### config.mk
export PLATFORM = sky130hd
export DESIGN_NAME = icache_tags
export DESIGN_NICKNAME = d
export VERILOG_FILES = /design/src/icache_pkg.sv /design/src/icache_tags.sv
export SDC_FILE = /design/constraint.sdc
export NUM_CORES = 1
export LEC_CHECK = 0
export ABC_CLOCK_PERIOD_IN_PS = 3000
export BUFFER_PORTS_ARGS = -buffer_cell sky130_fd_sc_hd__buf_2
export CAP_MARGIN = 20
export CORE_MARGIN = 2
export CORE_UTILIZATION = 62
export CTS_CLUSTER_DIAMETER = 200
export CTS_CLUSTER_SIZE = 25
export DETAILED_ROUTE_END_ITERATION = 10
export GPL_ROUTABILITY_DRIVEN = 0
export GPL_TIMING_DRIVEN = 0
export PLACE_DENSITY = 0.86
export SKIP_LAST_GASP = 1
export SLEW_MARGIN = 20
export SYNTH_ARGS = -nofsm -noshare
export SYNTH_HDL_FRONTEND = slang
export SYNTH_SLANG_ARGS = --single-unit
### constraint.sdc
create_clock -name clk -period 3 [get_ports clk]
set_input_delay 0.15 -clock clk [delete_from_list [all_inputs] [get_ports clk]]
set_output_delay 0.15 -clock clk [all_outputs]
set_load 0.01 [all_outputs]
### src/icache_pkg.sv
/*
 * Geometry of the instruction cache and the address, line and word types
 * shared by the stores, the fill controller and the top level.
 * Import with a wildcard in the module header where needed.
 */

package icache_pkg;

	// ============================================================
	// Geometry
	// ============================================================

	// Byte address into the 64 KiB code space
	localparam int addr_w = 16;

	// Four ways of sixteen sets, each line holds four words
	localparam int ways = 4;
	localparam int sets = 16;

	// Address fields, from the bottom up: offset, index, tag
	localparam int offset_w = 4;
	localparam int index_w = 4;
	localparam int tag_w = 8;

	// Word 0 of a line sits in the low 32 bits of the line
	localparam int word_w = 32;
	localparam int line_w = 128;
	localparam int way_w = 2;

	// ============================================================
	// Types
	// ============================================================

	typedef logic [addr_w-1:0] addr_t;
	typedef logic [index_w-1:0] index_t;
	typedef logic [tag_w-1:0] tag_t;
	typedef logic [way_w-1:0] way_t;
	typedef logic [line_w-1:0] line_t;
	typedef logic [word_w-1:0] word_t;

endpackage

### src/icache_tags.sv
/*
 * Tag store of the instruction cache with the hit compare across all ways.
 * It also keeps a round-robin pointer per set and picks the victim way
 * for the next fill: lowest invalid way first, else the pointer.
 */

module icache_tags
	import icache_pkg::*;
(
	input logic clk,
	input logic rst,
	input logic fill_wr,
	input way_t fill_way,
	input index_t fill_index,
	input tag_t fill_tag,
	input index_t rd_index,
	input tag_t rd_tag,
	input logic [ways-1:0] valid,
	output logic hit,
	output way_t hit_way,
	output way_t victim_way
);

	tag_t tag_q [ways][sets];
	way_t rr_q [sets];
	logic [ways-1:0] match;

	// ============================================================
	// Storage
	// ============================================================

	// Tags are payload, only a valid bit makes them meaningful
	always_ff @(posedge clk) begin
		if (fill_wr) begin
			tag_q[fill_way][fill_index] <= fill_tag;
		end
	end

	// The pointer of a set steps on every fill into that set
	always_ff @(posedge clk, posedge rst) begin
		if (rst) begin
			for (int s = 0; s < sets; s++) begin
				rr_q[s] <= '0;
			end
		end else if (fill_wr) begin
			rr_q[fill_index] <= rr_q[fill_index] + 1'b1;
		end
	end

	// ============================================================
	// Lookup
	// ============================================================

	// Only a valid way can hit
	always_comb begin
		for (int w = 0; w < ways; w++) begin
			match[w] = valid[w] && (tag_q[w][rd_index] == rd_tag);
		end
	end

	assign hit = |match;

	// Walk downwards so the lowest matching way is kept
	always_comb begin
		hit_way = '0;
		for (int w = ways - 1; w >= 0; w--) begin
			if (match[w]) begin
				hit_way = way_t'(w);
			end
		end
	end

	// Prefer the lowest empty way; with a full set fall back to the pointer
	always_comb begin
		victim_way = rr_q[rd_index];
		for (int w = ways - 1; w >= 0; w--) begin
			if (!valid[w]) begin
				victim_way = way_t'(w);
			end
		end
	end

	// A line is only ever filled after a miss, so a tag lives in one way
	a_onehot_hit: assert property (@(posedge clk) disable iff (rst)
		$onehot0(match));

endmodule

==> flow_summary_export.csv, run 1 <==
group,metric,value,unit
global_route,met1_usage,0.4030,
clocking,clk-insertion-delay-late,0.57,ns
setup_path,crit_type,"reg -> out",
floorplanning,die_area,37340,µm²
timing,finalHoldViolCount,0,
finish,antennaDiodeCount,0,
clocking,postCtsSetupBuffers,0,
setup_path,critPathMaxStageDelay,0.49,ns
clocking,cts_tree,"yes",
power,power.static_leakage,7.643,nW
global_route,use_met3,0.07479,
setup_path,cp.required,2.85,ns
clocking,clock-sinks,544,
logic_synthesis,synth_edf_count,512,
global_route,grt_max_degree,65,
clocking,htree_levels,1,
timing,skew,0.01282,ns
global_route,gr-usage-all-layers,0.2872,
floorplanning,dieWidth,193.2,µm
run_status,status,"finished, violations left",
logic_synthesis,ys_types,53,
setup_path,cp.arrival,3.16,ns
drt,drcViolationCount,0,
floorplanning,num_io_pins,38,
timing,worstMarginPinSlew,1.156,ns
global_route,antenna_found_initial,0,
global_route,grt_pass1_vias,11440,
setup_path,crit_family,"multiplexers",
place,place_area,22920,µm²
setup_path,slowest_stage,"a2111oi_0",
drt,drt_iter0_drc,2054,
run_status,violations,"setup timing",
floorplanning,placementRows,69,
setup_path,critPathCaptureType,"output port",
logic_synthesis,synth_top_area_frac,0.6924,
clocking,clockBufferDepth,3,
global_route,grt_pass1_wl,77.26,mm
floorplanning,start_util,0.6273,
drt,drtAntennaViolNets,0,
power,powerDensity,585.0,nW/µm²
timing,slew-limit-headroom,0.2264,
timing,fin_crit_sh,1.104,
timing,setup_slack,-0.3129,ns
logic_synthesis,synth-main-ff-cell,"edfxtp_1",
drt,via_per_inst,7.113,
logic_synthesis,synth_largest_area_cell,"edfxtp_1",
floorplanning,die-height,193.2,µm
clocking,path_clk_slew,0.10,ns
global_route,grt-ovfl-total,0,
timing,setup_viol,3,
place,dp_hpwl,33.31,mm
setup_path,worstSetupStartpointType,"flop",
setup_path,crit_fanout,2,
timing,rsz0062_at_grt,"true",
finish,final_layout_size_suffix_gt1_frac,0.2336,
run,cap_violations,0,
power,ir_worst_vdd,0.4233,mV
floorplanning,coreArea,35400,µm²
logic_synthesis,netlist_top_cells_area,"edfxtp_1 (69%), mux4_2 (13%), dfrtp_1 (3.6%)",
drt,wl_per_cell,33.12,µm
global_route,met2_usage,0.4481,
hold_path,hold_path.class,"in -> reg",
finish,final_cell_area,23750,µm²
place,io_buffers,27,
logic_synthesis,yosysWarnings,0,
logic_synthesis,synth_cells,1082,
logic_synthesis,async_flop_share,0.05882,
logic_synthesis,synth_nets,1115,
finish,nFillCells,2129,
global_route,grt.busiest_layer,"met2",
logic_synthesis,synth_area,22210,µm²
logic_synthesis,avgSynthCellArea,20.52,µm²
drt,drtPass1Iterations,6,
timing,timing.hold.ws,0.1381,ns
finish,fin_nets,1170,
timing,slew_violations,0,
finish,syn_to_final_growth,6.948,%
clocking,root_buffer,"clkbuf_16",
power,power,0.01389,W
clocking,cts_buffers,25,
timing,max_freq,301.8,MHz
drt,wirelength,53.56,mm
logic_synthesis,ys_ff_latch,544,
drt,num_vias,11500,
timing,fin_crit,3.313,ns
setup_path,crit_chain,"mux4_2 > mux2i_1 > xor2_1 > nor2_1 > a2111oi_0 > and3_4 > nor2b_2 > nor3_2 > buf_2",
setup_path,crit_buf_inv,1,
logic_synthesis,ys_seq_area_frac,0.7285,
[synthesized netlist by cell type (all sizes together), types with 5 or more instances]
| library cell | count |
|---|---|
| edfxtp | 512 |
| mux4 | 147 |
| nor2 | 75 |
| mux2i | 45 |
| buf | 44 |
| nand2 | 34 |
| dfrtp | 32 |
| mux2 | 28 |
| xnor2 | 22 |
| o21ai | 19 |
| clkbuf | 18 |
| xor2 | 18 |
| nor3 | 10 |
| nand3 | 9 |
| nor2b | 8 |
| o22ai | 7 |
| a221oi | 5 |
| nand4 | 5 |
[cells in the final DEF, fill, tap and decap left out, drive strengths merged, types with 19 or more instances in the layout]
cell type,n
edfxtp,512
mux4,147
nor2,75
buf,69
clkbuf,63
mux2i,45
nand2,34
dfrtp,32
mux2,28
xnor2,22
o21ai,19
[stage by stage]
step	setup slack [ns]	utilization	setup TNS [ns]	instances
3_5_place_dp	-0.3723	0.6474	-1.511	1570
2_1_floorplan	0.6103	-	0	1082
5_1_grt	-0.4076	0.6709	-1.076	1617
3_3_place_gp	-0.3461	0.6474	-1.415	1570
6_report	-0.3129	0.6709	-0.7730	1617
4_1_cts	-0.2886	0.6693	-0.6909	1617
[timing repair]
item	CTS	global route
resized for setup	19	12
endpoints found under the hold margin	32	0
gates cloned	0	0
setup endpoints to repair	5	5
pin swaps	3	2
hold buffers	1	0
[per-layer routing]
layer | vias up | share of wire
li1 | 4527 | -
met1 | 5807 | 0.35
met2 | 1014 | 0.47
met3 | 153 | 0.14
met4 | 0 | 0.036
met5 | - | 0
[logic make-up after synthesis]
kind of cell / after synthesis / synth area share
simple gates: 159 / 0.03234
xor+xnor: 40 / 0.01578
compound gates: 54 / 0.01606
buf+inv: 65 / 0.02040
mux: 220 / 0.1870
flops: 544 / 0.7285
[state kept, by name, summed over array words and instances (netlist names)]
name / count
tag_q: 512
rr_q: 32
[report_power, final]
group	internal [W]	switching [W]
Sequential	0.00851	0.000135
Combinational	0.000634	0.000800
Clock	0.00160	0.00221
[final cells by class]
type	instances	area (µm²)	share of cell area
Clock inverter	2	17.52	0.0007376
Clock buffer	44	696.9	0.02935
Multi-Input combinational cell	473	5607	0.2361
Tap cell	461	576.8	0.02429
Inverter	3	11.26	0.0004742
Buffer	62	500.5	0.02107
Sequential cell	544	16180	0.6811
Timing Repair Buffer	28	162.7	0.006849
[worst paths after layout]
check / slack, ns / cells past startpoint / from / to
worst min-delay path: 0.14 / 1 / fill_tag[7] / tag_q[3][55]$_DFFE_PP_
max in group asynchronous: 2.35 / 3 / rst / rr_q[8]$_DFFE_PP0P_
worst min register to register: 0.52 / 2 / rr_q[0]$_DFFE_PP0P_ / rr_q[0]$_DFFE_PP0P_
min in group asynchronous: 0.21 / 3 / rst / rr_q[16]$_DFFE_PP0P_
worst max-delay path: -0.31 / 9 / tag_q[3][21]$_DFFE_PP_ / hit_way[1]
worst max register to register: 0.40 / 5 / rr_q[8]$_DFFE_PP0P_ / rr_q[11]$_DFFE_PP0P_
Note: power is estimated with default switching activity, not from simulation.
==> inputs of run 2 (changes only) <==
CTS_BUF_LIST = sky130_fd_sc_hd__clkbuf_16   (was unset)
==> run 2 against run 1 <==
The run still ends with setup timing left. Via count is 0.13% higher. Clock power is 2% lower. Non-clock buffer count did not move. Setup slack got worse by 0.017 ns. Count of clock-buffer cells in the layout fell by 19. Power shrank 0.49%. First-iteration DRC count shrank 2.2%. Maximum frequency decreased by 0.50%. Final area did not move. Critical endpoint unchanged. Largest power group unchanged. Highest routed layer unchanged.
==> flow_summary_export.csv, run 2 (synthesized netlist as in run 1, its figures left out) <==
group,metric,value,unit
timing,setup_tns,-0.8249,ns
run_status,violations,"setup timing",
clocking,postCtsSetupBuffers,0,
clocking,path_clk_slew,0.09,ns
floorplanning,num_io_pins,38,
global_route,grt_max_degree,65,
setup_path,path_depth,9,
place,io_buffers,27,
timing,slew-limit-headroom,0.2354,
drt,wirelength,53.49,mm
setup_path,cp.required,2.85,ns
setup_path,reg2reg_from,"rr_q[8]$_DFFE_PP0P_",
clocking,clock-sinks,544,
hold_path,hold_path.class,"in -> reg",
timing,rsz0062_at_grt,"true",
power,power.static_leakage,7.722,nW
drt,wl_per_cell,33.08,µm
drt,drcViolationCount,0,
hold_path,holdPathStages,1,
place,dp_hpwl,33.31,mm
setup_path,slowest_stage,"a2111oi_0",
setup_path,crit_type,"reg -> out",
hold_path,whs_endpoint,"tag_q[3][55]$_DFFE_PP_",
run,cap_violations,0,
clocking,clk-insertion-delay-late,0.57,ns
setup_path,crit_fanout,2,
place,place_ws,-0.3723,ns
finish,nFillCells,2129,
setup_path,critPathCaptureType,"output port",
global_route,grt-ovfl-total,0,
timing,finalHoldViolCount,0,
power,powerDensity,582.1,nW/µm²
drt,drtAntennaViolNets,0,
global_route,gr-usage-all-layers,0.2872,
floorplanning,coreArea,35400,µm²
drt,top_layer,"met4",
clocking,cts_buffers,25,
setup_path,cp.arrival,3.18,ns
finish,regMostFlops,"tag_q",
finish,fin_nets,1170,
finish,antennaDiodeCount,0,
floorplanning,die_area,37340,µm²
drt,via_per_inst,7.122,
timing,fin_crit,3.329,ns
timing,setup_slack,-0.3295,ns
finish,final_layout_size_suffix_gt1_frac,0.2336,
timing,setup_viol,3,
clocking,htree_levels,1,
setup_path,critPathMaxStageDelay,0.49,ns
setup_path,crit_chain,"mux4_2 > mux2i_1 > xor2_1 > nor2_1 > a2111oi_0 > and3_4 > nor2b_2 > nor3_2 > buf_2",
drt,wl_met1,19.01,mm
timing,skew,0.01471,ns
drt,wl_met2,25.04,mm
setup_path,reg2reg_slack,0.38,ns
setup_path,r2r_cells,5,
timing,max_freq,300.3,MHz
global_route,grt_pass1_vias,11440,
floorplanning,dieWidth,193.2,µm
clocking,root_buffer,"clkbuf_16",
setup_path,crit_family,"multiplexers",
setup_path,worstSetupStartpointType,"flop",
drt,num_vias,11520,
floorplanning,die-height,193.2,µm
global_route,antenna_found_initial,0,
clocking,cts_tree,"yes",
run_status,status,"finished, violations left",
finish,syn_to_final_growth,6.948,%
finish,mostFrequentLayoutCell,"edfxtp_1",
floorplanning,start_util,0.6273,
hold_path,hp-start,"fill_tag[7]",
setup_path,r2r-end,"rr_q[11]$_DFFE_PP0P_",
drt,drtPass1Iterations,6,
power,ir_worst_vdd,0.4207,mV
timing,fin_crit_sh,1.110,
timing,slew_violations,0,
setup_path,crit_buf_inv,1,
timing,worstMarginPinSlew,1.143,ns
drt,drt_iter0_drc,2008,
global_route,grt_pass1_wl,77.26,mm
finish,mostFrequentLayoutCells,"edfxtp_1 (512), mux4_2 (129), nor2_1 (75), mux2i_1 (45), nand2_1 (34)",
floorplanning,placementRows,69,
finish,largest_register_ffs,512,
clocking,clockBufferDepth,3,
finish,reg_top3,"tag_q (512), rr_q (32)",
drt,wl_met3,7.399,mm
[run 2: cell count changes in the layout (fill, tap and decap cells not counted)]
cell	before	now
clkbuf_1	33	14
inv_1	1	20
[run 2: repair_timing]
item / CTS / global route
pin swaps: 3 / 2
hold buffers: 1 / 0
endpoints found under the hold margin: 32 / 0
setup endpoints to repair: 5 / 5
gates resized for setup: 19 / 12
[run 2: how the worst max path moves through the flow]
stage                           startpoint         end  slack (ns)
floorplan                      rd_index[2]  hit_way[1]        0.61
global placement               rd_index[1]         hit       -0.35
detailed placement             rd_index[1]         hit       -0.37
CTS                  tag_q[3][3]$_DFFE_PP_  hit_way[1]       -0.29
global route         tag_q[3][5]$_DFFE_PP_  hit_way[1]       -0.41
finish              tag_q[3][21]$_DFFE_PP_  hit_way[1]       -0.33
[run 2: layer usage]
layer,vias to the layer above,global-route usage
met4,0,0.09924
met3,150,0.07479
met1,5813,0.4030
met2,1018,0.4481
li1,4535,-
met5,-,0
[run 2: power breakdown]
part | leakage, nW | switching (W) | internal, W
Clock | 0.418 | 0.00220 | 0.00154
Combinational | 2.30 | 0.000801 | 0.000634
Sequential | 5.01 | 0.000134 | 0.00851
[run 2: stage by stage]
stage	hold slack [ns]	std cells	cell area (µm²)	total power [W]	util
2_1_floorplan	0.2489	1082	22210	0.009694	-
6_report	0.1406	1617	23750	0.01382	0.6709
3_3_place_gp	0.4746	1570	22920	0.01013	0.6474
5_1_grt	0.1542	1617	23750	0.01415	0.6709
3_5_place_dp	0.2793	1570	22920	0.01020	0.6474
4_1_cts	0.1622	1617	23690	0.01379	0.6693
[run 2: area by class of cell]
| cell class | count | area, µm² | area share |
|---|---|---|---|
| Inverter | 3 | 11.26 | 0.0004742 |
| Clock inverter | 21 | 88.84 | 0.003741 |
| Multi-Input combinational cell | 473 | 5607 | 0.2361 |
| Timing Repair Buffer | 28 | 162.7 | 0.006849 |
| Buffer | 62 | 500.5 | 0.02107 |
| Clock buffer | 25 | 625.6 | 0.02634 |
| Sequential cell | 544 | 16180 | 0.6811 |
| Tap cell | 461 | 576.8 | 0.02429 |
