==> src/icache_ctl_pkg.sv <==
/*
 * Control encodings for the cache: the fill controller states and the
 * opcode carried on the invalidate port.
 */

package icache_ctl_pkg;

	// Controller states, one request in flight at a time
	typedef enum logic [2:0] {
		s_idle,
		s_lookup,
		s_fetch_ack,
		s_mem_req,
		s_mem_wait_low,
		s_write,
		s_inv,
		s_inv_ack
	} fill_state_t;

	// Clear one set in all ways, or clear every set
	typedef enum logic {
		inv_line = 1'b0,
		inv_all = 1'b1
	} inv_op_t;

endpackage

==> src/icache_pkg.sv <==
/*
 * Geometry of the instruction cache and the address, line and word types
 * shared by the stores, the fill controller and the top level.
 * Import with a wildcard in the module header where needed.
 */

package icache_pkg;

	// ============================================================
	// Geometry
	// ============================================================

	// Byte address into the 64 KiB code space
	localparam int addr_w = 16;

	// Four ways of sixteen sets, each line holds four words
	localparam int ways = 4;
	localparam int sets = 16;

	// Address fields, from the bottom up: offset, index, tag
	localparam int offset_w = 4;
	localparam int index_w = 4;
	localparam int tag_w = 8;

	// Word 0 of a line sits in the low 32 bits of the line
	localparam int word_w = 32;
	localparam int line_w = 128;
	localparam int way_w = 2;

	// ============================================================
	// Types
	// ============================================================

	typedef logic [addr_w-1:0] addr_t;
	typedef logic [index_w-1:0] index_t;
	typedef logic [tag_w-1:0] tag_t;
	typedef logic [way_w-1:0] way_t;
	typedef logic [line_w-1:0] line_t;
	typedef logic [word_w-1:0] word_t;

endpackage

==> src/icache_valid.sv <==
/*
 * Valid-bit array of the instruction cache, one bit per way and set.
 * A fill sets one bit, an invalidate clears a set or the whole array.
 * The read side gives the bits of all ways for the looked-up set.
 */

module icache_valid
	import icache_pkg::*, icache_ctl_pkg::*;
(
	input logic clk,
	input logic rst,
	input logic fill_wr,
	input way_t fill_way,
	input index_t fill_index,
	input logic inv_en,
	input inv_op_t inv_op,
	input index_t inv_index,
	input index_t rd_index,
	output logic [ways-1:0] valid
);

	// One word per set, one bit per way
	logic [ways-1:0] vbits [sets];

	// ============================================================
	// Update
	// ============================================================

	always_ff @(posedge clk, posedge rst) begin
		if (rst) begin
			for (int s = 0; s < sets; s++) begin
				vbits[s] <= '0;
			end
		end else if (fill_wr) begin
			// A fill wins over an invalidate in the same cycle
			vbits[fill_index][fill_way] <= 1'b1;
		end else if (inv_en) begin
			if (inv_op == inv_all) begin
				for (int s = 0; s < sets; s++) begin
					vbits[s] <= '0;
				end
			end else begin
				vbits[inv_index] <= '0;
			end
		end
	end

	// Read is combinational from the controller's registered index
	assign valid = vbits[rd_index];

	// The controller sequences fills and invalidates in separate states,
	// so the two strobes must never meet here
	a_no_fill_inv: assert property (@(posedge clk) disable iff (rst)
		!(fill_wr && inv_en));

endmodule

==> config.mk <==
export PLATFORM = sky130hd
export DESIGN_NAME = icache_valid
export DESIGN_NICKNAME = d
export VERILOG_FILES = /design/src/icache_ctl_pkg.sv /design/src/icache_pkg.sv /design/src/icache_valid.sv
export SDC_FILE = /design/constraint.sdc
export NUM_CORES = 1
export LEC_CHECK = 0
export BUFFER_PORTS_ARGS = -buffer_cell sky130_fd_sc_hd__buf_2
export CAP_MARGIN = 5
export CORE_MARGIN = 4
export CORE_UTILIZATION = 40
export CTS_CLUSTER_DIAMETER = 150
export DETAILED_ROUTE_END_ITERATION = 7
export GPL_ROUTABILITY_DRIVEN = 0
export PLACE_DENSITY_LB_ADDON = 0.3
export SLEW_MARGIN = 25
export SYNTH_ARGS = -nofsm -noshare
export SYNTH_HDL_FRONTEND = slang
export SYNTH_SLANG_ARGS = --single-unit
==> constraint.sdc <==
create_clock -name clk -period 1.7 [get_ports clk]
set_input_delay 0.085 -clock clk [delete_from_list [all_inputs] [get_ports clk]]
set_output_delay 0.085 -clock clk [all_outputs]
set_load 0.01 [all_outputs]
==> flow_metrics.env, run 1 <==
export IMPL_status="complete, but fails checks"
export IMPL_failed_checks="setup timing"
export IMPL_cellPowerDensity_nw_per_um2=871
export IMPL_arrival_ns=1.71
export IMPL_ys_seq_area_frac=0.493
export IMPL_dp_hpwl_mm=5.93
export IMPL_placed_cells=368
export IMPL_ant_nets=0
export IMPL_fin_cells=386
export IMPL_boundaryPins=23
export IMPL_critPathKind="flip-flop to primary output"
export IMPL_start_util=0.416
export IMPL_grt_max_degree=59
export IMPL_via_count=2404
export IMPL_regMostFlops="vbits"
export IMPL_synth_fp_nets=267
export IMPL_syn_avg_cell_area_sq_um=13.1
export IMPL_top_regs="vbits x64"
export IMPL_min_path_type="input port to async pin"
export IMPL_cts_buffers_inserted=9
export IMPL_synth_top_area_frac=0.493
export IMPL_internal_power_mw=2.41
export IMPL_synth_seq_cells=64
export IMPL_syn_area_sq_um=3250
export IMPL_drive_above_1_share=0.236
export IMPL_synth_async_reset_ratio=1.00
export IMPL_finalMaxSlewViolations=0
export IMPL_pwr_share_clk=0.372
export IMPL_dr_pass1_iters=4
export IMPL_fmax_mhz=556
export IMPL_switchingPower_uw=826
export IMPL_wl_per_cell_um=21.6
export IMPL_layout_nets=298
export IMPL_path_clk_slew_ns=0.07
export IMPL_hold_violations=0
export IMPL_whs_ns=0.178
export IMPL_row_count=32
export IMPL_grt_pass1_wl_mm=13.8
export IMPL_tightest_slew_ns=0.791
export IMPL_vias_per_cell=6.23
export IMPL_min_period_over_period=1.06
export IMPL_wl_mm=8.36
export IMPL_dieArea_sq_um=9630
export IMPL_area_growth_pct=14.4
export IMPL_relSlewSlack=0.472
export IMPL_rsz0062_at_grt="true"
export IMPL_power_mw=3.23
export IMPL_required_ns=1.62
export IMPL_synth_edf_count=0
export IMPL_p_comb_frac=0.125
export IMPL_cp_start_kind="flip-flop"
export IMPL_grt_use_total=0.184
export IMPL_finalSetupViolCount=4
export IMPL_final_util=0.476
export IMPL_clock_sinks=64
export IMPL_synthCells=248
export IMPL_die_x_um=98.1
export IMPL_largest_register_ffs=64
export IMPL_synthDistinctLibCells=32
export IMPL_regArea_sq_um=1600
export IMPL_cts_max_level=3
export IMPL_fillerInstances=720
export IMPL_crit_fanout=2
export IMPL_synthFlopType="dfrtp_1"
export IMPL_core_sq_um=7810
export IMPL_multi_input_area_sq_um=1550
export IMPL_root_buffer="clkbuf_8"
export IMPL_ys_warnings_count=0
export IMPL_grt_ovfl_total=0
export IMPL_dpl_cell_area_sq_um=3490
export IMPL_final_area_sq_um=3710
export IMPL_period_needed_ns=1.80
export IMPL_yosysTopAreaCell="dfrtp_1"
export IMPL_ir_drop_v=0.000402
export IMPL_seqPwrFrac=0.503
export IMPL_cts_tree="done"
export IMPL_antenna_cells=0
export IMPL_drv_cap=0
export IMPL_drcViolationCount=0
export IMPL_clock_skew_ns=0
export IMPL_drtIter0Drc=157
export IMPL_cts_buffer_depth=2
export IMPL_clk_latency_ns=0.34
export IMPL_die_h_um=98.1
export IMPL_swShare=0.255
export IMPL_yosys_top_cells_area="dfrtp_1, a22o_1, mux4_1"
export IMPL_p_leak_nw=1.70
export IMPL_port_buffers=22
export IMPL_endpoint_kind="primary output"
export IMPL_worst_slack_ns=-0.0986
export IMPL_antenna_found_initial=0
export IMPL_grt_pass1_vias=2447
## synth_stat cells, types with 2 or more instances
| cell type | number |
|---|---|
| dfrtp_1 | 64 |
| nand3b_1 | 2 |
| nor4bb_1 | 2 |
| a22oi_1 | 3 |
| nor2_1 | 15 |
| buf_6 | 2 |
| buf_2 | 7 |
| nand3_1 | 9 |
| a22o_1 | 50 |
| o21a_1 | 2 |
| and4bb_2 | 4 |
| nand2b_1 | 2 |
| nor3b_2 | 2 |
| nor3_1 | 5 |
| mux4_1 | 15 |
| buf_4 | 3 |
| and4b_1 | 4 |
| nor2b_1 | 6 |
| nand2_1 | 7 |
| nor4b_1 | 4 |
| clkbuf_1 | 4 |
| o21ai_0 | 15 |
| a32o_1 | 12 |
## routing by layer
layer  global-route usage  part of all wire  wire length (um)
met2                0.281              0.47              3940
met4               0.0745             0.015               129
met1                0.265              0.45              3790
met3               0.0286             0.059               496
met5                    0                 0                 0
## per-stage QoR
step | setup slack [ns] | TNS [ns]
detailed placement | 0.0942 | 0
finish | -0.0986 | -0.277
global route | -0.150 | -0.527
floorplan | 0.0169 | 0
global placement | 0.127 | 0
CTS | -0.112 | -0.326
## logic make-up (layout without fill, tap and decap cells)
group | after synthesis | count (layout) | synth area share
AOI/OAI and AO/OA | 84 | 84 | 0.213
and+or+nand+nor | 66 | 66 | 0.129
DFF | 64 | 64 | 0.493
buffers and inverters | 18 | 54 | 0.0366
muxes | 16 | 16 | 0.128
## power by group through the flow
stage                     clock [mW]  combinational [mW]  sequential, mW
after global routing            1.29               0.440            1.64
after global placement             0               0.380            1.65
after floorplan                    0               0.262            1.64
after CTS                       1.23               0.398            1.63
after detailed placement           0               0.389            1.65
final                           1.20               0.403            1.63
## final cells by class
class	count	share of cell area
Timing Repair Buffer	37	0.0674
Multi-Input combinational cell	166	0.416
Clock inverter	2	0.00337
Sequential cell	64	0.431
Inverter	1	0.00101
Tap cell	102	0.0344
Clock buffer	14	0.0465
## worst paths after layout
path / slack (ns) / startpoint / cells past startpoint / to
max in group asynchronous: 0.99 / rst / 4 / vbits[27]$_DFFE_PP0P_
min in group clk: 0.19 / fill_index[1] / 2 / vbits[3]$_DFFE_PP0P_
setup / recovery: -0.1 / vbits[49]$_DFFE_PP0P_ / 4 / valid[1]
hold / removal: 0.18 / rst / 3 / vbits[1]$_DFFE_PP0P_
setup reg to reg: 0.87 / vbits[59]$_DFFE_PP0P_ / 2 / vbits[59]$_DFFE_PP0P_
hold reg to reg: 0.50 / vbits[52]$_DFFE_PP0P_ / 1 / vbits[52]$_DFFE_PP0P_
## cells in the final DEF, fill, tap and decap left out, types with 5 or more instances in the layout
cell type and count:
dfrtp_1 64, a22o_1 50, buf_2 22, o21ai_0 15
nor2_1 15, a32o_1 12, clkbuf_8 12, buf_4 12
mux4_1 11, nand3_1 9, nand2_1 7, nor2b_1 6
nor3_1 5, mux4_2 5
## worst max-delay path, stage by stage (launching register included)
cell and delay, ns:
dfrtp_1 0.41, mux4_2 0.53, a22oi_2 0.20, nand3_1 0.08, buf_2 0.15
## what timing repair did
action,in CTS,in global routing
pin swaps,5,0
gates resized for setup,7,0
setup buffers,1,0
endpoints found under the hold margin,64,0
endpoints found under the setup margin,4,4
hold buffers,1,0
Power figures use the tool's default switching activity.
==> run 2: changes to the inputs <==
--- a/config.mk
+++ b/config.mk
@@ -5,6 +5,7 @@
 export SDC_FILE = /design/constraint.sdc
 export NUM_CORES = 1
 export LEC_CHECK = 0
+export ABC_AREA = 1
 export BUFFER_PORTS_ARGS = -buffer_cell sky130_fd_sc_hd__buf_2
 export CAP_MARGIN = 5
 export CORE_MARGIN = 4
==> run 2 against run 1 <==
Area after synthesis rose by 5.9%. Synthesized cell count increased by 78%. The flow now finishes without violations. Critical path depth rose by 3. Count of clock-buffer cells in the layout shrank 2. Die area is 5.4% higher. Clock skew stayed put. Combinational power rose by 34%. First-iteration DRC count is 40% higher. Maximum frequency rose by 23%. Sequential power barely moved. Critical endpoint is now valid[3]. Non-clock buffer count shrank 8. Global-route usage is 1.6 points higher.
==> flow_metrics.env, run 2 <==
export IMPL_status="finished clean"
export IMPL_worst_slack_ns=0.232
export IMPL_fin_cells=569
export IMPL_grt_ovfl_total=0
export IMPL_whs_ns=0.0911
export IMPL_fmax_mhz=681
export IMPL_cts_max_level=3
export IMPL_ys_warnings_count=0
export IMPL_root_buffer="clkbuf_8"
export IMPL_fillerInstances=840
export IMPL_worstPathCellList="inv_1 -> nand2_1 -> nand3_1 -> nand3_1 -> nand3_1 -> nand2_1 -> buf_2"
export IMPL_crit_buf_inv=2
export IMPL_dpl_cell_area_sq_um=3600
export IMPL_yosys_top_cells_area="dfrtp_1, o22ai_1, nand2_1"
export IMPL_drcViolationCount=0
export IMPL_yosysTopAreaCell="dfrtp_1"
export IMPL_tightest_slew_ns=0.622
export IMPL_cts_buffer_depth=2
export IMPL_rsz0062_at_grt="false"
export IMPL_syn_avg_cell_area_sq_um=7.80
export IMPL_cts_resized=0
export IMPL_core_sq_um=8300
export IMPL_arrival_ns=1.38
export IMPL_row_count=33
export IMPL_wl_mm=9.62
export IMPL_boundaryPins=23
export IMPL_drtIter0Drc=220
export IMPL_dpl_worst_slack_ns=0.319
export IMPL_synthCells=441
export IMPL_cp_common_cell="nand3_1"
export IMPL_synth_top_area_frac=0.466
export IMPL_relSlewSlack=0.584
export IMPL_syn_area_sq_um=3440
export IMPL_synth_seq_cells=64
export IMPL_layout_nets=481
export IMPL_cp_start_kind="flip-flop"
export IMPL_grt_max_degree=65
export IMPL_layout_commonest_cell="nand2_1"
export IMPL_dp_hpwl_mm=6.67
export IMPL_grt_pass1_vias=3116
export IMPL_ys_seq_area_frac=0.466
export IMPL_cts_tree="done"
export IMPL_synth_edf_count=0
export IMPL_critPathKind="flip-flop to primary output"
export IMPL_finalSetupViolCount=0
export IMPL_path_clk_slew_ns=0.06
export IMPL_die_h_um=101
export IMPL_min_path_type="input port to flip-flop"
export IMPL_synthDistinctLibCells=18
export IMPL_power_mw=3.31
export IMPL_cpMaxStageDelayCell="dfrtp_1"
export IMPL_hold_buffers=1
export IMPL_placed_cells=555
export IMPL_crit_fanout=2
export IMPL_synthFlopType="dfrtp_1"
export IMPL_cts_buffers_inserted=9
export IMPL_regMostFlops="vbits"
export IMPL_start_util=0.414
export IMPL_ant_nets=0
export IMPL_p_leak_nw=1.84
export IMPL_port_buffers=22
export IMPL_hold_violations=0
export IMPL_synth_commonest_cells="nand2_1, inv_1, nand3_1, dfrtp_1, o22ai_1"
export IMPL_via_count=3172
export IMPL_finalMaxSlewViolations=0
export IMPL_critical_path_top_delay_family="simple AND/OR/NAND/NOR gates"
export IMPL_final_area_sq_um=3770
export IMPL_clock_skew_ns=0
export IMPL_die_x_um=101
export IMPL_synth_fp_nets=460
export IMPL_required_ns=1.62
export IMPL_clock_sinks=64
export IMPL_vias_per_cell=5.57
export IMPL_clk_latency_ns=0.35
export IMPL_yosysMostFrequentCell="nand2_1"
export IMPL_layout_common_cells="nand2_1, inv_1, nand3_1, o22ai_1, dfrtp_1"
export IMPL_crit_path_max_incr_delay_ns=0.37
export IMPL_final_util=0.455
export IMPL_post_cts_buffers=0
export IMPL_min_period_over_period=0.863
export IMPL_drive_above_1_share=0.125
export IMPL_ir_drop_v=0.000483
export IMPL_top_regs="vbits x64"
export IMPL_dieArea_sq_um=10100
export IMPL_dr_pass1_iters=5
export IMPL_area_growth_pct=9.71
export IMPL_largest_register_ffs=64
export IMPL_antenna_found_initial=0
export IMPL_period_needed_ns=1.47
export IMPL_grt_use_total=0.200
export IMPL_drv_cap=0
export IMPL_endpoint_kind="primary output"
export IMPL_cellPowerDensity_nw_per_um2=878
export IMPL_grt_pass1_wl_mm=15.7
export IMPL_synth_async_reset_ratio=1.00
export IMPL_antenna_cells=0
export IMPL_wl_per_cell_um=16.9
export IMPL_tns_ns=0
[run 2: cell type report]
cell class / count / area [sq um] / area share
Tap cell: 105 / 131 / 0.0348
Sequential cell: 64 / 1600 / 0.424
Clock buffer: 12 / 155 / 0.0411
Inverter: 84 / 315 / 0.0836
Multi-Input combinational cell: 274 / 1390 / 0.368
Timing Repair Buffer: 29 / 178 / 0.0471
Clock inverter: 1 / 5.00 / 0.00133
[run 2: worst paths after layout]
check	to	slack, ns	start	depth (start not counted)
worst max-delay path	valid[3]	0.23	vbits[19]$_DFFE_PP0P_	7
worst min-delay path	vbits[19]$_DFFE_PP0P_	0.09	fill_way[1]	3
worst max register to register	vbits[63]$_DFFE_PP0P_	1.02	vbits[63]$_DFFE_PP0P_	2
worst min register to register	vbits[56]$_DFFE_PP0P_	0.53	vbits[56]$_DFFE_PP0P_	2
max in group asynchronous	vbits[32]$_DFFE_PP0P_	1.07	rst	4
min in group asynchronous	vbits[63]$_DFFE_PP0P_	0.34	rst	4
[run 2: worst min-delay path, stage by stage]
cell and delay (ns):
buf_2 0.12, nand3_1 0.11, o22ai_1 0.09
[run 2: layer usage]
layer  track usage  vias up  part of all wire
met5             0        -                 0
met4        0.0974        0             0.032
met3        0.0298       25             0.053
met2         0.330      126              0.48
met1         0.257     1528              0.43
li1              -     1493                 -
[run 2: cells by family (layout without fill, tap and decap cells)]
family                 count (synthesis)  count (layout)  share of synthesized area
flip-flops                            64              64                      0.466
AO/OA/AOI/OAI                         80              80                      0.147
buffers and inverters                103             126                      0.131
AND/OR/NAND/NOR                      194             194                      0.256
[run 2: where the power goes]
group          switching, mW  internal [mW]  total (mW)
Clock                  0.568          0.583        1.15
Combinational          0.376          0.166       0.542
Sequential            0.0203           1.60        1.62
