<file path="src/icache_ctl_pkg.sv">
/*
 * Control encodings for the cache: the fill controller states and the
 * opcode carried on the invalidate port.
 */

package icache_ctl_pkg;

	// Controller states, one request in flight at a time
	typedef enum logic [2:0] {
		s_idle,
		s_lookup,
		s_fetch_ack,
		s_mem_req,
		s_mem_wait_low,
		s_write,
		s_inv,
		s_inv_ack
	} fill_state_t;

	// Clear one set in all ways, or clear every set
	typedef enum logic {
		inv_line = 1'b0,
		inv_all = 1'b1
	} inv_op_t;

endpackage

</file>
<file path="src/icache_pkg.sv">
/*
 * Geometry of the instruction cache and the address, line and word types
 * shared by the stores, the fill controller and the top level.
 * Import with a wildcard in the module header where needed.
 */

package icache_pkg;

	// ============================================================
	// Geometry
	// ============================================================

	// Byte address into the 64 KiB code space
	localparam int addr_w = 16;

	// Four ways of sixteen sets, each line holds four words
	localparam int ways = 4;
	localparam int sets = 16;

	// Address fields, from the bottom up: offset, index, tag
	localparam int offset_w = 4;
	localparam int index_w = 4;
	localparam int tag_w = 8;

	// Word 0 of a line sits in the low 32 bits of the line
	localparam int word_w = 32;
	localparam int line_w = 128;
	localparam int way_w = 2;

	// ============================================================
	// Types
	// ============================================================

	typedef logic [addr_w-1:0] addr_t;
	typedef logic [index_w-1:0] index_t;
	typedef logic [tag_w-1:0] tag_t;
	typedef logic [way_w-1:0] way_t;
	typedef logic [line_w-1:0] line_t;
	typedef logic [word_w-1:0] word_t;

endpackage

</file>
<file path="src/icache_fill.sv">
/*
 * Control FSM of the instruction cache. It serves the fetch and the
 * invalidate ports one request at a time, runs the four-phase memory
 * handshake on a miss and writes the returned line into the stores.
 */

module icache_fill
	import icache_pkg::*, icache_ctl_pkg::*;
(
	input logic clk,
	input logic rst,
	// Fetch and invalidate ports
	input logic req,
	input addr_t adr,
	output logic ack,
	input logic inv_req,
	input inv_op_t inv_op_in,
	input addr_t inv_adr,
	output logic inv_ack,
	// Memory port
	output logic mem_req,
	output addr_t mem_adr,
	input logic mem_ack,
	input line_t mem_line,
	// Lookup
	input logic hit,
	input way_t hit_way,
	input way_t victim_way,
	output index_t rd_index,
	output tag_t rd_tag,
	output logic [1:0] rd_word_sel,
	output way_t rd_way,
	// Store updates
	output logic fill_wr,
	output way_t fill_way,
	output index_t fill_index,
	output tag_t fill_tag,
	output line_t fill_line,
	output logic inv_en,
	output inv_op_t inv_op,
	output index_t inv_index
);

	fill_state_t state;
	addr_t adr_q;

	// ============================================================
	// Control state
	// ============================================================

	always_ff @(posedge clk, posedge rst) begin
		if (rst) begin
			state <= s_idle;
			ack <= 1'b0;
			inv_ack <= 1'b0;
			mem_req <= 1'b0;
		end else begin
			case (state)
				// A fetch wins over a pending invalidate
				s_idle: begin
					if (req) begin
						state <= s_lookup;
					end else if (inv_req) begin
						state <= s_inv;
					end
				end
				// Stores are read from adr_q during this cycle
				s_lookup: begin
					if (hit) begin
						ack <= 1'b1;
						state <= s_fetch_ack;
					end else begin
						mem_req <= 1'b1;
						state <= s_mem_req;
					end
				end
				// Hold ack until the core lets go of req
				s_fetch_ack: begin
					if (!req) begin
						ack <= 1'b0;
						state <= s_idle;
					end
				end
				s_mem_req: begin
					if (mem_ack) begin
						mem_req <= 1'b0;
						state <= s_mem_wait_low;
					end
				end
				// The memory must finish its phase before the line is written
				s_mem_wait_low: begin
					if (!mem_ack) begin
						state <= s_write;
					end
				end
				// After the write the lookup repeats and now hits
				s_write: state <= s_lookup;
				s_inv: begin
					inv_ack <= 1'b1;
					state <= s_inv_ack;
				end
				s_inv_ack: begin
					if (!inv_req) begin
						inv_ack <= 1'b0;
						state <= s_idle;
					end
				end
				default: state <= s_idle;
			endcase
		end
	end

	// ============================================================
	// Request and fill payload
	// ============================================================

	always_ff @(posedge clk) begin
		if (state == s_idle && req) begin
			adr_q <= adr;
		end
		if (state == s_idle && !req && inv_req) begin
			inv_op <= inv_op_in;
			inv_index <= inv_adr[offset_w +: index_w];
		end
		// Hit way feeds the data read, victim way the coming fill
		if (state == s_lookup) begin
			rd_way <= hit_way;
			fill_way <= victim_way;
		end
		if (state == s_mem_req && mem_ack) begin
			fill_line <= mem_line;
		end
	end

	// Address fields of the request being served
	assign rd_index = adr_q[offset_w +: index_w];
	assign rd_tag = adr_q[addr_w-1 -: tag_w];
	assign rd_word_sel = adr_q[offset_w-1 -: 2];
	assign fill_index = rd_index;
	assign fill_tag = rd_tag;

	// Memory always transfers whole lines
	assign mem_adr = {adr_q[addr_w-1:offset_w], {offset_w{1'b0}}};

	// One-cycle strobes straight from the state
	assign fill_wr = (state == s_write);
	assign inv_en = (state == s_inv);

	// A new memory request must wait for the previous ack to fall
	a_mem_req_rise: assert property (@(posedge clk) disable iff (rst)
		$rose(mem_req) |-> !mem_ack);

endmodule

</file>
<file path="config.mk">
export PLATFORM = sky130hd
export DESIGN_NAME = icache_fill
export DESIGN_NICKNAME = d
export VERILOG_FILES = /design/src/icache_ctl_pkg.sv /design/src/icache_pkg.sv /design/src/icache_fill.sv
export SDC_FILE = /design/constraint.sdc
export NUM_CORES = 1
export LEC_CHECK = 0
export BUFFER_PORTS_ARGS = -buffer_cell sky130_fd_sc_hd__buf_2
export CAP_MARGIN = 20
export CORE_AREA = 4 4 134 136
export CTS_CLUSTER_SIZE = 20
export DETAILED_ROUTE_END_ITERATION = 10
export DIE_AREA = 0 0 138 140
export HOLD_SLACK_MARGIN = 0.08
export PLACE_DENSITY_LB_ADDON = 0.25
export SETUP_SLACK_MARGIN = 0.3
export SYNTH_ARGS = -nofsm -noshare
export SYNTH_HDL_FRONTEND = slang
export SYNTH_SLANG_ARGS = --single-unit
</file>
<file path="constraint.sdc">
create_clock -name clk -period 4 [get_ports clk]
set_clock_uncertainty 0.05 [all_clocks]
set_input_delay 0.2 -clock clk [delete_from_list [all_inputs] [get_ports clk]]
set_output_delay 0.2 -clock clk [all_outputs]
set_load 0.01 [all_outputs]
</file>
==> flow_summary.json, run 1 <==
{
  "cts_root_buf": "clkbuf_16",
  "die_area_sq_um": 19300,
  "ys_warn_count": 0,
  "holdPathEnd": "state[1]$_DFFE_PP0P_",
  "n_fill_cell": 1396,
  "synth_commonest_cells": "151 x edfxtp_1, 28 x buf_4, 6 x dfrtp_1",
  "portBuffers": 336,
  "post_cts_buffers": 0,
  "synth_area_sq_um": 5150,
  "async_flop_share_pct": 3.82,
  "status": "finished clean",
  "grt_first_pass_wirelength_microns": 24100,
  "clk_latency_ns": 0.41,
  "drc": 0,
  "synth_edf_count": 151,
  "vias": 3914,
  "start_util_pct": 30.4,
  "comb_power_share_pct": 17.8,
  "holdPathStages": 4,
  "r2r_cells": 3,
  "grt_usage_pct": 16.2,
  "hp-class": "in -> reg",
  "drive_above_1_share_pct": 52.1,
  "row_count": 48,
  "cts_sinks": 157,
  "synth_top_cell_area_share_pct": 88.1,
  "ys_seq_elements": 157,
  "p_clk_share_pct": 36.3,
  "synth.top_cells.by_area": "edfxtp_1 88%, buf_4 4.1%, dfrtp_1 2.9%, o21ai_1 0.49%, buf_6 0.44%",
  "synthFlopType": "edfxtp_1",
  "placed_cells": 764,
  "synth.most_common_cell": "edfxtp_1",
  "synthesis.instances": 227,
  "fin_cells": 952,
  "grt_max_degree": 38,
  "cts_tree": "built",
  "worstSetupStartpointType": "flop",
  "finalSetupViolations": 0,
  "grt_pass1_vias": 4234,
  "coreArea_sq_um": 16900,
  "p_per_area_nw_per_um2": 529,
  "p_total_mw": 4.84,
  "viasPerCell": 4.11,
  "rsz0062_at_grt": "no",
  "fmax_mhz": 436,
  "final_net_count": 885,
  "clock_path_buffers": 2,
  "worstSetupPathType": "reg -> reg",
  "vdd_drop_max_uv": 367,
  "antenna_found_initial": 0,
  "worstMarginPinSlew_ns": 0.762,
  "cp_cell_sequence": "nand4b_1, clkinvlp_4, buf_4",
  "crit_family": "buffers and inverters",
  "area_growth_pct": 77.5,
  "place_congestion": 0.866,
  "wl_microns": 15900,
  "cts_buffers": 17,
  "antenna_cells": 0,
  "grt_overflow": 0,
  "leakagePower_nw": 3.86,
  "seqPwrFrac_pct": 45.9,
  "slowest_delay_ns": 0.65,
  "die-width_microns": 138,
  "min_period_ns": 2.30,
  "cp_data_required_time_ns": 4.09,
  "r2r_end": "fill_line[59]$_DFFE_PP_",
  "p_sw_mw": 1.28,
  "fin_crit_sh_pct": 57.4,
  "syn_avg_cell_area_sq_um": 22.7,
  "worstPathArrival_ns": 2.39,
  "intPower_mw": 3.56,
  "sw_frac_of_total_pct": 26.4,
  "yosysUniqueCellTypes": 25,
  "slew_violations": 0,
  "yosys.area.top_type": "edfxtp_1",
  "max-cap-violations": 0,
  "hold_start": "mem_ack",
  "endpoint_kind": "flop",
  "path_buf_inv": 2,
  "final_antenna_net_count": 0,
  "path_max_fanout": 35,
  "r2r-start": "state[1]$_DFFE_PP0P_",
  "reg2reg_slack_ns": 1.70,
  "post-dp-hpwl_microns": 11000,
  "hold_viol": 0,
  "initialDrtViolationCount": 182,
  "die_h_microns": 140,
  "slowest_stage": "clkinvlp_4",
  "clk_pin_slew_ns": 0.06,
  "relSlewSlack_pct": 49.1,
  "fin_util_pct": 54.0,
  "pin_count": 355,
  "wl_per_cell_microns": 16.7,
  "yosysSeqAreaShare_pct": 91.0,
  "first_pass_iters": 4,
  "setup_tns_ns": 0,
  "cts_max_level": 4
}
worst max-delay path by stage:
stage	start	to	slack [ns]	cells past startpoint
final	state[1]$_DFFE_PP0P_	fill_line[59]$_DFFE_PP_	1.70	3
after global routing	state[1]$_DFFE_PP0P_	fill_line[59]$_DFFE_PP_	1.51	3
after CTS	state[1]$_DFFE_PP0P_	fill_line[108]$_DFFE_PP_	1.64	3
after detailed placement	state[1]$_DFFE_PP0P_	fill_line[65]$_DFFE_PP_	1.66	3
after global placement	state[1]$_DFFE_PP0P_	fill_line[0]$_DFFE_PP_	1.67	3
after floorplan	state[1]$_DFFE_PP0P_	fill_line[0]$_DFFE_PP_	0.93	3
tightest hold or removal path, stage by stage:
cell and delay [ns]:
buf_2 0.11, nand2_1 0.08, a21oi_2 0.14, a221oi_2 0.04
through the flow:
step / hold slack (ns) / area (sq um) / setup slack (ns)
after global routing: 0.133 / 9140 / 1.51
after detailed placement: 0.0837 / 6930 / 1.66
final: 0.143 / 9140 / 1.70
after CTS: 0.108 / 9130 / 1.64
after global placement: 0.0820 / 6930 / 1.67
after floorplan: -0.0590 / 5160 / 0.928
logic make-up (layout without fill, tap and decap cells):
kind of cell,after synthesis,count (layout),synth area share (%)
AOI/OAI and AO/OA,15,15,2.02
and+or+nand+nor,18,18,1.94
DFF,157,157,91.0
buffers and inverters,36,533,4.98
other,1,4,0.0728
power groups by stage:
stage                     Sequential, mW  Clock [mW]  Combinational [mW]
after floorplan                     2.35           0               0.319
after global placement              2.24           0               0.736
after detailed placement            2.25           0               0.749
after CTS                           2.22        1.81               0.871
after global routing                2.24        1.89               0.931
final                               2.22        1.76               0.862
area by class of cell:
cell class,instances,area (sq um),share of cell area [%]
clock buffers,17,425,4.65
clock inverters,15,225,2.46
inverters,5,22.5,0.246
multi-input cells,37,219,2.40
flip-flops and latches,157,4680,51.3
well taps,225,282,3.08
repair buffers,496,3280,35.9
layer usage:
layer / routed length [microns] / vias to the layer above / global-route usage (%)
met4: 367 / 0 / 6.55
li1: - / 1818 / -
met5: 0 / - / 0
met2: 8640 / 195 / 29.0
met1: 5790 / 1870 / 17.5
met3: 1100 / 31 / 5.70
registers in the layout, summed over array words and instances (netlist names):
signal	count
inv_index	4
fill_line	128
adr_q	14
state	3
fill_way	2
rd_way	2
mem_req	1
ack	1
inv_op	1
inv_ack	1
timing repair:
item / in CTS / in global routing
hold buffers: 155 / 0
gates resized for setup: 0 / 0
hold endpoints to repair: 161 / 0
layout by cell type (no fill, tap or decap), types with 2 or more instances in the layout:
master	synthesis	final
nand2b_1	2	2
inv_6	0	4
dfrtp_1	6	6
a21oi_1	2	2
buf_2	1	337
inv_1	5	4
clkbuf_16	0	17
bufinv_16	0	4
o311ai_1	2	2
clkinvlp_4	0	2
o21ai_1	5	5
o21ai_0	3	3
nor2_1	2	2
conb_1	1	4
nand2_1	5	5
edfxtp_1	151	151
nor2_2	2	2
buf_4	28	3
inv_8	0	3
dlygate4sd3_1	0	155
Note: power is estimated with default switching activity, not from simulation.
==> inputs of run 2 (changes only) <==
CORE_AREA = 4 4 135 137   (was 4 4 134 136)
DIE_AREA = 0 0 139 141   (was 0 0 138 140)
clock period = 2.21 ns   (was 4 ns; I/O delays follow)
==> flow_summary.json, run 2 (synthesized netlist as in run 1, its figures left out) <==
{
  "final_net_count": 887,
  "final_common_cell": "buf_2",
  "p_clk_share_pct": 32.9,
  "die_h_microns": 141,
  "clk_latency_ns": 0.41,
  "grt_overflow": 0,
  "sw_frac_of_total_pct": 26.9,
  "fin_cells": 954,
  "hp-class": "in -> async",
  "clk_pin_slew_ns": 0.06,
  "rsz0062_at_grt": "no",
  "initialDrtViolationCount": 181,
  "cts_max_level": 4,
  "cp_data_required_time_ns": 2.22,
  "hold_viol": 0,
  "placed_cells": 765,
  "slowest_stage": "dfrtp_1",
  "fin_crit_sh_pct": 83.8,
  "die-width_microns": 139,
  "post_cts_buffers": 0,
  "wl_per_cell_microns": 16.1,
  "cts_buffers": 17,
  "crit_family": "buffers and inverters",
  "vdd_drop_max_uv": 495,
  "first_pass_iters": 4,
  "antenna_found_initial": 0,
  "worstSetupStartpointType": "flop",
  "final_cell_mix": "336 x buf_2, 157 x dlygate4sd3_1, 151 x edfxtp_1",
  "setup_tns_ns": 0,
  "pin_count": 355,
  "drive_above_1_share_pct": 51.9,
  "drc": 0,
  "regMostFlops": "fill_line",
  "cp_num_cells": 3,
  "fmax_mhz": 540,
  "coreArea_sq_um": 17100,
  "intPower_mw": 6.12,
  "wl_microns": 15400,
  "viasPerCell": 4.04,
  "regArea_sq_um": 4680,
  "slew_violations": 0,
  "leakagePower_nw": 3.83,
  "status": "finished clean",
  "setup_slack_ns": 0.359,
  "start_util_pct": 30.2,
  "portBuffers": 336,
  "area_growth_pct": 76.5,
  "cts_tree": "built",
  "cts_sinks": 157,
  "cts_root_buf": "clkbuf_16",
  "slowest_delay_ns": 0.49,
  "die_area_sq_um": 19600,
  "comb_power_share_pct": 19.9,
  "r2r_cells": 3,
  "path_max_fanout": 77,
  "grt_max_degree": 78,
  "relSlewSlack_pct": 56.9,
  "cp_cell_sequence": "nand4b_1, clkinvlp_4, buf_12",
  "n_fill_cell": 1420,
  "endpoint_kind": "flop",
  "multiInputGateArea_sq_um": 219,
  "clock_path_buffers": 2,
  "top_regs": "fill_line x128, adr_q x14, inv_index x4",
  "worstMarginPinSlew_ns": 0.647,
  "row_count": 48,
  "finalSetupViolations": 0,
  "p_per_area_nw_per_um2": 922,
  "max-cap-violations": 0,
  "min_period_ns": 1.85,
  "largest_reg_flops": 128,
  "vias": 3856,
  "p_sw_mw": 2.26,
  "path_buf_inv": 2,
  "place_congestion": 0.805,
  "seqPwrFrac_pct": 47.2,
  "worstPathArrival_ns": 1.86,
  "post-dp-hpwl_microns": 10700,
  "final_antenna_net_count": 0,
  "grt_pass1_vias": 4215,
  "grt_usage_pct": 15.2,
  "place_ws_ns": 0.399,
  "grt_first_pass_wirelength_microns": 22800,
  "worstSetupPathType": "reg -> reg"
}
run 2: cell count changes in the layout (fill, tap and decap cells not counted), moves of 2 or more:
cell           change
clkinvlp_4         +2
dlygate4sd3_1      +2
inv_8              -2
bufinv_16          -3
inv_6              +2
run 2: worst paths after layout:
check	start	to	slack, ns
worst max register to register	state[2]$_DFFE_PP0P_	fill_line[102]$_DFFE_PP_	0.36
max in group asynchronous	rst	state[2]$_DFFE_PP0P_	1.76
worst max-delay path	state[2]$_DFFE_PP0P_	fill_line[102]$_DFFE_PP_	0.36
min in group clk	mem_line[29]	fill_line[29]$_DFFE_PP_	0.36
worst min-delay path	rst	inv_ack$_DFFE_PP0P_	0.14
worst min register to register	mem_req$_DFFE_PP0P_	mem_req$_DFFE_PP0P_	0.47
run 2: metrics by stage:
step | power, mW | hold slack [ns] | utilization, % | instance area, sq um
after detailed placement | 5.45 | 0.00908 | 40.8 | 6950
after CTS | 8.48 | 0.104 | 53.2 | 9080
after floorplan | 4.82 | -0.149 | - | 5160
after global placement | 5.41 | 0.0102 | 40.8 | 6950
after global routing | 8.78 | 0.147 | 53.2 | 9080
final | 8.38 | 0.140 | 53.3 | 9080
run 2: cell type report:
| type | count | share of cell area [%] |
|---|---|---|
| inverter | 5 | 0.248 |
| multi-input combinational | 37 | 2.41 |
| antenna | 1 | 0.0275 |
| timing repair buffer | 498 | 36.5 |
| sequential | 157 | 51.6 |
| tap | 225 | 3.10 |
| clock buffer | 17 | 4.68 |
| clock inverter | 14 | 1.47 |
run 2: worst min-delay path: cells and delay by family:
family	cells	cell delay, ns
buffers and inverters	3	0.87
run 2: timing repair:
| item | 4_1_cts | 5_1_grt |
|---|---|---|
| hold endpoints to repair | 163 | 0 |
| gates resized for setup | 0 | 0 |
| hold buffers | 157 | 0 |
run 2: power by group through the flow:
stage	logic, mW	registers [mW]	clock network (mW)
CTS	1.68	3.95	2.85
global route	1.80	3.99	2.99
floorplan	0.577	4.24	0
detailed placement	1.44	4.01	0
finish	1.67	3.95	2.75
global placement	1.41	4.00	0
run 2: routing by layer:
metal | up-vias | global-route usage, % | wire length (microns)
met3 | 22 | 5.22 | 1230
met4 | 0 | 6.69 | 351
met5 | - | 0 | 0
met2 | 190 | 27.9 | 8440
met1 | 1828 | 15.6 | 5370
li1 | 1816 | - | -
